[src/verilog/lce_pkg.sv]
// lce request engine shared definitions
// cache request, metadata, network header and stream beat formats
// for the path from the local cache engine to the directory controller
package lce_pkg;

  localparam int lce_paddr_width_gp  = 32;
  localparam int lce_fill_width_gp   = 64;
  localparam int lce_id_width_gp     = 4;
  localparam int lce_did_width_gp    = 3;
  localparam int lce_cce_id_width_gp = 2;
  localparam int lce_way_width_gp    = 3;
  // 64-byte coherence blocks
  localparam int lce_block_offset_gp = 6;

  typedef enum logic [2:0] {
    e_miss_load, e_miss_store, e_uc_load, e_uc_store, e_uc_amo
  } lce_req_type_e;

  typedef enum logic [3:0] {
    e_amo_store, e_amo_lr, e_amo_sc, e_amo_swap, e_amo_add, e_amo_xor,
    e_amo_and, e_amo_or, e_amo_min, e_amo_max, e_amo_minu, e_amo_maxu
  } lce_amo_subop_e;

  typedef enum logic [2:0] {
    e_net_rd_miss, e_net_wr_miss, e_net_uc_rd, e_net_uc_wr, e_net_uc_amo
  } lce_net_msg_e;

  typedef enum logic {
    e_lce_mode_uncached = 1'b0,
    e_lce_mode_normal   = 1'b1
  } lce_mode_e;

  typedef struct packed {
    lce_req_type_e                 msg_type;
    lce_amo_subop_e                subop;
    logic [2:0]                    size;
    logic [lce_paddr_width_gp-1:0] addr;
    logic [lce_fill_width_gp-1:0]  data;
  } cache_req_s;

  typedef struct packed {
    logic [lce_way_width_gp-1:0] lru_way;
  } cache_meta_s;

  // header fills one 64-bit network word, pad sits at the top
  typedef struct packed {
    logic [8:0]                     pad;
    lce_net_msg_e                   msg_type;
    lce_amo_subop_e                 subop;
    logic [2:0]                     size;
    logic [lce_paddr_width_gp-1:0]  addr;
    logic [lce_id_width_gp-1:0]     src_id;
    logic [lce_cce_id_width_gp-1:0] dst_id;
    logic [lce_did_width_gp-1:0]    src_did;
    logic [lce_way_width_gp-1:0]    lru_way;
    logic                           has_data;
  } lce_req_header_s;

  typedef union packed {
    lce_req_header_s               header;
    logic [lce_fill_width_gp-1:0]  data;
  } lce_req_word_u;

  typedef struct packed {
    logic          is_data;
    logic          last;
    lce_req_word_u word;
  } lce_req_beat_s;

  typedef enum logic [1:0] {
    e_cfg_lce_id, e_cfg_did, e_cfg_mode, e_cfg_sync
  } cfg_addr_e;

endpackage

[src/verilog/lce_cfg_regs.sv]
// lce configuration registers
// holds the lce id, domain id, mode and sync flag, written one field
// per cycle over a small write port, and derives the busy indication
`timescale 1ns/10ps

module lce_cfg_regs (
  input  logic                                clk_i,
  input  logic                                reset_i,
  input  logic                                cfg_w_v_i,
  input  lce_pkg::cfg_addr_e                  cfg_addr_i,
  input  logic [7:0]                          cfg_data_i,
  output logic [lce_pkg::lce_id_width_gp-1:0] lce_id_o,
  output logic [lce_pkg::lce_did_width_gp-1:0] did_o,
  output lce_pkg::lce_mode_e                  mode_o,
  output logic                                sync_done_o,
  output logic                                busy_o
);
  import lce_pkg::*;

  logic [lce_id_width_gp-1:0]  lce_id_r;
  logic [lce_did_width_gp-1:0] did_r;
  lce_mode_e                   mode_r;
  logic                        sync_r;

  always_ff @(posedge clk_i)
  begin
    if (reset_i)
    begin
      lce_id_r <= '0;
      did_r    <= '0;
      mode_r   <= e_lce_mode_uncached;
      sync_r   <= 1'b0;
    end
    else if (cfg_w_v_i)
    begin
      case (cfg_addr_i)
        e_cfg_lce_id: lce_id_r <= cfg_data_i[lce_id_width_gp-1:0];
        e_cfg_did:    did_r    <= cfg_data_i[lce_did_width_gp-1:0];
        e_cfg_mode:   mode_r   <= lce_mode_e'(cfg_data_i[0]);
        default:      sync_r   <= cfg_data_i[0];
      endcase
    end
  end

  assign lce_id_o    = lce_id_r;
  assign did_o       = did_r;
  assign mode_o      = mode_r;
  assign sync_done_o = sync_r;

  // normal mode needs the cce handshake before requests may go out
  assign busy_o = (mode_r == e_lce_mode_normal) & ~sync_r;

endmodule

[src/verilog/lce_req_fsm.sv]
// lce request control
// decodes queued cache requests into network headers, maps the block
// address to a cce, counts outstanding message credits and sequences
// blocking requests, uncached stores go out whenever the pump is free
`timescale 1ns/10ps

module lce_req_fsm #(
  parameter int CREDITS = 4,
  parameter int NUM_CCE = 2
) (
  input  logic                                   clk_i,
  input  logic                                   reset_i,
  input  logic                                   cache_init_done_i,
  input  logic [lce_pkg::lce_id_width_gp-1:0]    lce_id_i,
  input  logic [lce_pkg::lce_did_width_gp-1:0]   did_i,
  input  lce_pkg::lce_mode_e                     mode_i,
  input  lce_pkg::cache_req_s                    req_i,
  input  logic                                   req_v_i,
  output logic                                   req_yumi_o,
  input  lce_pkg::cache_meta_s                   meta_i,
  input  logic                                   meta_v_i,
  output logic                                   meta_yumi_o,
  output logic                                   req_accept_ok_o,
  input  logic                                   credit_return_i,
  input  logic                                   req_done_i,
  output lce_pkg::lce_req_header_s               hdr_o,
  output logic [lce_pkg::lce_fill_width_gp-1:0]  data_o,
  output logic                                   pump_v_o,
  input  logic                                   pump_ready_i,
  input  logic                                   sent_i,
  output logic                                   credits_full_o,
  output logic                                   credits_empty_o
);
  import lce_pkg::*;

  localparam int CRED_W = $clog2(CREDITS + 1);

  typedef enum logic [1:0] {e_reset, e_ready, e_send, e_wait_done} fsm_state_e;

  fsm_state_e                               state_r;
  fsm_state_e                               state_n;
  logic [CRED_W-1:0]                        credit_cnt_r;
  logic                                     is_miss;
  logic                                     is_uc_store;
  logic                                     is_blocking;
  logic                                     pump_fire;
  logic [lce_paddr_width_gp-lce_block_offset_gp-1:0] block_num;

  assign is_miss     = req_i.msg_type inside {e_miss_load, e_miss_store};
  assign is_uc_store = (req_i.msg_type == e_uc_store);
  assign is_blocking = ~is_uc_store;
  assign pump_fire   = pump_v_o & pump_ready_i;
  assign block_num   = req_i.addr[lce_paddr_width_gp-1:lce_block_offset_gp];

  always_comb
  begin
    hdr_o          = '0;
    hdr_o.size     = req_i.size;
    hdr_o.addr     = req_i.addr;
    hdr_o.src_id   = lce_id_i;
    hdr_o.src_did  = did_i;
    // blocks interleave across cces
    hdr_o.dst_id   = lce_cce_id_width_gp'(block_num % NUM_CCE);
    hdr_o.lru_way  = is_miss ? meta_i.lru_way : '0;
    hdr_o.has_data = req_i.msg_type inside {e_uc_store, e_uc_amo};
    hdr_o.subop    = (req_i.msg_type == e_uc_amo) ? req_i.subop : e_amo_store;
    case (req_i.msg_type)
      // in uncached mode a miss fetches without taking ownership
      e_miss_load:
        hdr_o.msg_type = (mode_i == e_lce_mode_normal) ? e_net_rd_miss : e_net_uc_rd;
      e_miss_store:
        hdr_o.msg_type = (mode_i == e_lce_mode_normal) ? e_net_wr_miss : e_net_uc_rd;
      e_uc_store: hdr_o.msg_type = e_net_uc_wr;
      e_uc_amo:   hdr_o.msg_type = e_net_uc_amo;
      default:    hdr_o.msg_type = e_net_uc_rd;
    endcase
  end

  assign data_o = req_i.data;

  always_comb
  begin
    state_n     = state_r;
    pump_v_o    = 1'b0;
    req_yumi_o  = 1'b0;
    meta_yumi_o = 1'b0;

    case (state_r)
      e_reset:
        if (cache_init_done_i)
          state_n = e_ready;
      e_ready:
        if (req_v_i & is_blocking)
          state_n = e_send;
      e_send:
      begin
        // misses wait for their replacement way
        pump_v_o = ~credits_full_o & (~is_miss | meta_v_i);
        if (pump_fire)
        begin
          req_yumi_o  = 1'b1;
          meta_yumi_o = is_miss;
          state_n     = e_wait_done;
        end
      end
      default:
        if (req_done_i)
          state_n = e_ready;
    endcase

    // uncached stores need no completion, send whenever possible
    if ((state_r inside {e_ready, e_wait_done}) & req_v_i & is_uc_store)
    begin
      pump_v_o   = ~credits_full_o;
      req_yumi_o = pump_fire;
    end
  end

  always_ff @(posedge clk_i)
  begin
    if (reset_i)
    begin
      state_r      <= e_reset;
      credit_cnt_r <= '0;
    end
    else
    begin
      state_r      <= state_n;
      credit_cnt_r <= credit_cnt_r + CRED_W'(sent_i) - CRED_W'(credit_return_i);
    end
  end

  // a blocking request may only enter an empty queue while idle
  assign req_accept_ok_o = (state_r == e_ready) & ~req_v_i;
  assign credits_full_o  = (credit_cnt_r == CRED_W'(CREDITS));
  assign credits_empty_o = (credit_cnt_r == '0) & ~req_v_i;

  credit_bound_a: assert property (@(posedge clk_i) disable iff (reset_i)
    credit_cnt_r <= CRED_W'(CREDITS))
    else $error("credit count above limit");

endmodule

[src/verilog/lce_req_top.sv]
// lce request engine top level
// config registers, request and metadata queues, request control and
// the network stream serializer
`timescale 1ns/10ps

module lce_req_top #(
  parameter int CREDITS = 4,
  parameter int NUM_CCE = 2
) (
  input  logic                   clk_i,
  input  logic                   reset_i,
  input  logic                   cache_init_done_i,
  input  logic                   cfg_w_v_i,
  input  lce_pkg::cfg_addr_e     cfg_addr_i,
  input  logic [7:0]             cfg_data_i,
  input  lce_pkg::cache_req_s    cache_req_i,
  input  logic                   cache_req_v_i,
  output logic                   cache_req_ready_o,
  input  lce_pkg::cache_meta_s   cache_meta_i,
  input  logic                   cache_meta_v_i,
  input  logic                   credit_return_i,
  input  logic                   req_done_i,
  output lce_pkg::lce_req_beat_s lce_req_o,
  output logic                   lce_req_v_o,
  input  logic                   lce_req_ready_i,
  output logic                   credits_full_o,
  output logic                   credits_empty_o,
  output logic                   busy_o
);
  import lce_pkg::*;

  logic [lce_id_width_gp-1:0]   lce_id;
  logic [lce_did_width_gp-1:0]  did;
  lce_mode_e                    mode;
  cache_req_s                   req_head;
  logic                         req_head_v, req_yumi, req_fifo_ready;
  cache_meta_s                  meta_head;
  logic                         meta_head_v, meta_yumi, meta_fifo_ready;
  logic                         req_accept_ok;
  lce_req_header_s              pump_hdr;
  logic [lce_fill_width_gp-1:0] pump_data;
  logic                         pump_v, pump_ready, pump_sent;

  // stores slip past an outstanding blocking request
  assign cache_req_ready_o = req_fifo_ready & meta_fifo_ready & cache_init_done_i
                           & (req_accept_ok | (cache_req_i.msg_type == e_uc_store));

  lce_cfg_regs cfg_regs (
    .clk_i(clk_i), .reset_i(reset_i),
    .cfg_w_v_i(cfg_w_v_i), .cfg_addr_i(cfg_addr_i), .cfg_data_i(cfg_data_i),
    .lce_id_o(lce_id), .did_o(did), .mode_o(mode),
    .sync_done_o(), .busy_o(busy_o)
  );

  req_two_fifo #(.WIDTH($bits(cache_req_s))) req_fifo (
    .clk_i(clk_i), .reset_i(reset_i),
    .data_i(cache_req_i), .v_i(cache_req_v_i & cache_req_ready_o), .ready_o(req_fifo_ready),
    .data_o(req_head), .v_o(req_head_v), .yumi_i(req_yumi)
  );

  req_two_fifo #(.WIDTH($bits(cache_meta_s))) meta_fifo (
    .clk_i(clk_i), .reset_i(reset_i),
    .data_i(cache_meta_i), .v_i(cache_meta_v_i), .ready_o(meta_fifo_ready),
    .data_o(meta_head), .v_o(meta_head_v), .yumi_i(meta_yumi)
  );

  lce_req_fsm #(.CREDITS(CREDITS), .NUM_CCE(NUM_CCE)) req_fsm (
    .clk_i(clk_i), .reset_i(reset_i), .cache_init_done_i(cache_init_done_i),
    .lce_id_i(lce_id), .did_i(did), .mode_i(mode),
    .req_i(req_head), .req_v_i(req_head_v), .req_yumi_o(req_yumi),
    .meta_i(meta_head), .meta_v_i(meta_head_v), .meta_yumi_o(meta_yumi),
    .req_accept_ok_o(req_accept_ok),
    .credit_return_i(credit_return_i), .req_done_i(req_done_i),
    .hdr_o(pump_hdr), .data_o(pump_data), .pump_v_o(pump_v),
    .pump_ready_i(pump_ready), .sent_i(pump_sent),
    .credits_full_o(credits_full_o), .credits_empty_o(credits_empty_o)
  );

  req_stream_pump req_pump (
    .clk_i(clk_i), .reset_i(reset_i),
    .header_i(pump_hdr), .data_i(pump_data), .v_i(pump_v), .ready_o(pump_ready),
    .lce_req_o(lce_req_o), .lce_req_v_o(lce_req_v_o), .lce_req_ready_i(lce_req_ready_i),
    .sent_o(pump_sent)
  );

endmodule

[src/verilog/req_stream_pump.sv]
// request stream serializer
// takes one formatted request, then drives a header beat and, for
// messages with a payload, one data beat onto the network stream
`timescale 1ns/10ps

module req_stream_pump (
  input  logic                                  clk_i,
  input  logic                                  reset_i,
  input  lce_pkg::lce_req_header_s              header_i,
  input  logic [lce_pkg::lce_fill_width_gp-1:0] data_i,
  input  logic                                  v_i,
  output logic                                  ready_o,
  output lce_pkg::lce_req_beat_s                lce_req_o,
  output logic                                  lce_req_v_o,
  input  logic                                  lce_req_ready_i,
  output logic                                  sent_o
);
  import lce_pkg::*;

  typedef enum logic [1:0] {e_idle, e_header, e_data} pump_state_e;

  pump_state_e                  state_r;
  pump_state_e                  state_n;
  lce_req_header_s              header_r;
  logic [lce_fill_width_gp-1:0] data_r;
  logic                         beat_fire;

  // one message in flight at a time
  assign ready_o     = (state_r == e_idle);
  assign lce_req_v_o = (state_r != e_idle);
  assign beat_fire   = lce_req_v_o & lce_req_ready_i;
  assign sent_o      = beat_fire & (state_r == e_header);

  always_comb
  begin
    lce_req_o = '0;
    if (state_r == e_data)
    begin
      lce_req_o.is_data   = 1'b1;
      lce_req_o.last      = 1'b1;
      lce_req_o.word.data = data_r;
    end
    else
    begin
      lce_req_o.last        = ~header_r.has_data;
      lce_req_o.word.header = header_r;
    end
  end

  always_comb
  begin
    state_n = state_r;
    case (state_r)
      e_idle:
        if (v_i)
          state_n = e_header;
      e_header:
        if (beat_fire)
          state_n = header_r.has_data ? e_data : e_idle;
      default:
        if (beat_fire)
          state_n = e_idle;
    endcase
  end

  always_ff @(posedge clk_i)
  begin
    if (reset_i)
      state_r <= e_idle;
    else
      state_r <= state_n;
  end

  always_ff @(posedge clk_i)
  begin
    if (v_i & ready_o)
    begin
      header_r <= header_i;
      data_r   <= data_i;
    end
  end

  // a stalled beat must not change under the receiver
  beat_stable_a: assert property (@(posedge clk_i) disable iff (reset_i)
    lce_req_v_o & ~lce_req_ready_i |=> lce_req_v_o & $stable(lce_req_o))
    else $error("request beat changed while stalled");

endmodule

[src/verilog/req_two_fifo.sv]
// two-entry request queue
// ring of two slots with valid/ready on the input and valid/yumi on the
// output, data appears at the output the cycle after it is pushed
`timescale 1ns/10ps

module req_two_fifo #(
  parameter int WIDTH = 8
) (
  input  logic             clk_i,
  input  logic             reset_i,
  input  logic [WIDTH-1:0] data_i,
  input  logic             v_i,
  output logic             ready_o,
  output logic [WIDTH-1:0] data_o,
  output logic             v_o,
  input  logic             yumi_i
);

  logic [WIDTH-1:0] mem_r [2];
  logic             wptr_r;
  logic             rptr_r;
  logic [1:0]       count_r;

  assign ready_o = (count_r != 2'd2);
  assign v_o     = (count_r != 2'd0);
  assign data_o  = mem_r[rptr_r];

  always_ff @(posedge clk_i)
  begin
    if (reset_i)
    begin
      wptr_r  <= 1'b0;
      rptr_r  <= 1'b0;
      count_r <= 2'd0;
    end
    else
    begin
      if (v_i)
        wptr_r <= ~wptr_r;
      if (yumi_i)
        rptr_r <= ~rptr_r;
      count_r <= count_r + {1'b0, v_i} - {1'b0, yumi_i};
    end
  end

  always_ff @(posedge clk_i)
  begin
    if (v_i)
      mem_r[wptr_r] <= data_i;
  end

  push_when_full_a: assert property (@(posedge clk_i) disable iff (reset_i) v_i |-> ready_o)
    else $error("push into a full queue");

  pop_when_empty_a: assert property (@(posedge clk_i) disable iff (reset_i) yumi_i |-> v_o)
    else $error("pop from an empty queue");

endmodule
[config.mk]
export PLATFORM = sky130hd
export DESIGN_NAME = lce_req_top
export DESIGN_NICKNAME = d
export VERILOG_FILES = /design/src/verilog/lce_pkg.sv /design/src/verilog/lce_cfg_regs.sv /design/src/verilog/lce_req_fsm.sv /design/src/verilog/lce_req_top.sv /design/src/verilog/req_stream_pump.sv /design/src/verilog/req_two_fifo.sv
export SDC_FILE = /design/constraint.sdc
export NUM_CORES = 1
export LEC_CHECK = 0
export BUFFER_PORTS_ARGS = -buffer_cell sky130_fd_sc_hd__buf_2
export CAP_MARGIN = 0
export CORE_ASPECT_RATIO = 1.1
export CORE_UTILIZATION = 50
export CTS_BUF_LIST = sky130_fd_sc_hd__clkbuf_16
export DETAILED_ROUTE_END_ITERATION = 7
export PLACE_DENSITY = 0.69
export SYNTH_ARGS = -nofsm -noshare
export SYNTH_HDL_FRONTEND = slang
export SYNTH_HIERARCHICAL = 1
export SYNTH_SLANG_ARGS = --single-unit
[constraint.sdc]
create_clock -name clk_i -period 13.05 [get_ports clk_i]
set_input_delay 1.305 -clock clk_i [delete_from_list [all_inputs] [get_ports clk_i]]
set_output_delay 1.305 -clock clk_i [all_outputs]
set_load 0.01 [all_outputs]
==> results_dict.tcl <==
set metrics [dict create \
    io_pins 199 \
    die_w_um 168.5 \
    final_antenna_net_count 0 \
    reg2reg_depth 7 \
    synth_warnings 6 \
    grt_pass1_vias 6938 \
    synth_xor_area_share_pct 0.6398 \
    synth.avg_cell_area_sq_um 18.67 \
    grt_first_pass_wirelength_um 37070 \
    area_delta_synth_final_pct 11.16 \
    via_count 6629 \
    finalInstanceArea_sq_mm 0.01696 \
    max-slew-margin-rel_pct 22.25 \
    cts_tree "done" \
    postCtsSetupRepairBufs 0 \
    clock_sinks 372 \
    tns_ns 0 \
    die_y_um 185.2 \
    max_stage_delay_ns 0.97 \
    yosys.area_share.simple_pct 3.355 \
    period_share_pct 35.11 \
    layout-drive-gt1-share_pct 45.55 \
    routabilityCongestion 0.7707 \
    synth_area_sq_mm 0.01525 \
    muxShareOfSynthArea_pct 15.50 \
    yosysSeqAreaShare_pct 71.53 \
    cts.reportedPaths.clkPinSlew_ns 0.06 \
    setup_viol 0 \
    ctsHoldBuffers 0 \
    slowest_stage "nor2b_4" \
    fin_util_pct 56.87 \
    antenna_found_initial 8 \
    hp-start "cfg_regs/did_o[2]$_SDFFE_PP0P_" \
    power_leakage_uw 0.006174 \
    start_util_pct 51.17 \
    rrSetupSlack_ns 9.67 \
    cp.required_ns 11.74 \
    outcome "finished, final reports clean" \
    totalWireLength_um 23940 \
    synth-adder-area-share_pct 0.9515 \
    synth_edf_count 346 \
    max_freq_mhz 218.3 \
    rows 66 \
    dp_hpwl_um 14190 \
    htree_levels 2 \
    firstDrtPassIters 4 \
    cts-buffers-inserted 38 \
    synth_top_area_share_pct 68.12 \
    ys.flop_type "edfxtp_1" \
    clk_latency_ns 0.51 \
    layout_min_cycle_time_ns 4.581 \
    powerDensity_mw_per_mm2 184.3 \
    cts_root_buf "clkbuf_16" \
    drc 0 \
    worst-path-buf-inv 2 \
    crit_path_max_fanout 39 \
    syn_inst 817 \
    yosysTopAreaCell "edfxtp_1" \
    arrival_ns 3.28 \
    synth_compound_gate_area_share_pct 0.5168 \
    layout.nets 1069 \
    worst_pin_slew_ns 1.164 \
    hold_class "reg2reg" \
    peakVddDrop_uv 176.5 \
    fin_skew_ns 0.01618 \
    core_sq_mm 0.02981 \
    port_buffers 194 \
    grt_max_degree 70 \
    place_area_sq_mm 0.01575 \
    wl_per_cell_um 17.53 \
    hold_depth 0 \
    min_to "req_pump/header_r[6]$_DFFE_PP_" \
    crit_chain "nor2b_4 > buf_4 > mux2_2 > buf_2" \
    rsz0062_at_grt "false" \
    ys_ff_latch 372 \
    grt_usage_pct 15.62 \
    maxSlewViolCount 0 \
    end_kind "output pin" \
    path_class "reg2out" \
    yosysUniqueCellTypes 46 \
    synth.area.top_cells "edfxtp_1 68%, mux2_4 8.0%, mux2_2 6.6%, buf_4 5.9%, dfxtp_1 3.4%" \
    synth-async-reset-ratio_pct 0 \
    final-hold-violation-count 0 \
    synth_commonest_cells "346 x edfxtp_1, 119 x buf_4, 90 x mux2_2" \
    synth.most_common_cell "edfxtp_1" \
    cp-start-kind "register" \
    via_per_inst 4.853 \
    cpLargestDelayFamily "simple AND/OR/NAND/NOR gates" \
    grt_overflow 0 \
    drtIter0Drc 365 \
    cts_buffer_depth 3 \
    synth_top_family_by_area "multiplexers" \
    die_area_sq_mm 0.03121 \
    p_total_uw 3125 \
    r2r_end "req_pump/data_r[20]$_DFFE_PP_" \
    cts_resized 0 \
    max_cap_violations 0 \
]
[sequential cells by signal, indices dropped and copies added, names as in the netlist, 3 cells and up, named ones only]
name                  flops
meta_fifo/mem_r           6
req_pump/header_r        64
req_fifo/mem_r          212
req_fsm/credit_cnt_r      3
cfg_regs/did_o            3
req_pump/data_r          64
cfg_regs/lce_id_o         4
[worst register-to-register path, stage by stage (launching register included)]
cell and delay, ns:
dfxtp_4 0.89, mux2_2 0.50, nand3b_2 0.24, nor2_1 0.15, a21oi_1 0.08, nor2_1 0.08
nor3b_2 0.21, buf_4 0.74
[layer usage]
metal	vias to the layer above	wire (um)	GRT usage, %
li1	3149	-	-
met1	3254	9894	18.99
met2	162	11890	26.82
met3	54	1526	4.338
met4	10	569	5.382
met5	-	61	0
[worst max-delay path by stage]
| stage | startpoint | endpoint | slack, ns | depth (start not counted) |
|---|---|---|---|---|
| after floorplan | register | req_pump/state_r[0]$_SDFFE_PP0P_ | 1.39 | 9 |
| after global placement | req_pump/state_r[1]$_SDFFE_PP0P_ | lce_req_o[53] | 8.91 | 4 |
| after detailed placement | req_pump/state_r[1]$_SDFFE_PP0P_ | lce_req_o[53] | 8.87 | 4 |
| after CTS | req_pump/state_r[1]$_SDFFE_PP0P_ | lce_req_o[53] | 8.32 | 4 |
| after global routing | req_pump/state_r[1]$_SDFFE_PP0P_ | lce_req_o[53] | 8.22 | 4 |
| final | req_pump/state_r[1]$_SDFFE_PP0P_ | lce_req_o[53] | 8.47 | 4 |
[kinds of logic (layout without fill, tap and decap cells)]
| kind of cell | Yosys count | count (layout) |
|---|---|---|
| other cells | 1 | 13 |
| flops | 372 | 372 |
| buf+inv | 151 | 280 |
| fa+ha+maj | 11 | 11 |
| xor+xnor | 8 | 8 |
| simple gates | 79 | 79 |
| compound gates | 11 | 11 |
| mux | 184 | 184 |
[metrics by stage]
step | worst slack [ns] | std cells | hold slack (ns)
after floorplan | 1.386 | 826 | 0.4490
after global placement | 8.913 | 1298 | 0.4209
after detailed placement | 8.867 | 1298 | 0.4250
after CTS | 8.318 | 1363 | 0.4400
after global routing | 8.219 | 1364 | 0.4629
final | 8.469 | 1366 | 0.4373
[power by group]
group	total, uW	internal, uW	switching (uW)
Sequential	1570	1500	67.2
Combinational	528	270	258
Clock	1030	613	414
Total	3130	2390	739
[final cells by class]
cell class,count,area [sq um]
clock inverters,23,146.4
well taps,408,510.5
diodes,3,7.507
repair buffers,201,1023
inverters,14,52.55
fillers,2320,12860
flip-flops and latches,372,10910
multi-input cells,303,3249
clock buffers,42,1051
[cells in the final DEF, fill, tap and decap left out, types with 2 or more instances in the layout]
cell type,count
nand3b_1,2
buf_4,7
conb_1,10
nor2_1,17
nor3_1,2
nor2b_4,2
clkbuf_16,42
buf_2,194
a21oi_1,5
mux2_1,3
diode_2,3
nor2b_1,8
nor4_1,2
nor3b_4,2
nand3b_2,2
nand2b_1,17
nor3b_2,2
xnor3_1,2
mux2i_1,10
clkinv_2,2
mux2_4,81
or2_2,2
mux2_2,90
nand2_1,3
nand3_1,2
inv_1,24
clkinv_1,8
edfxtp_1,346
ha_1,10
bufinv_16,2
dfxtp_1,25
xnor2_1,6
and2_1,8
Power figures use the tool's default switching activity.
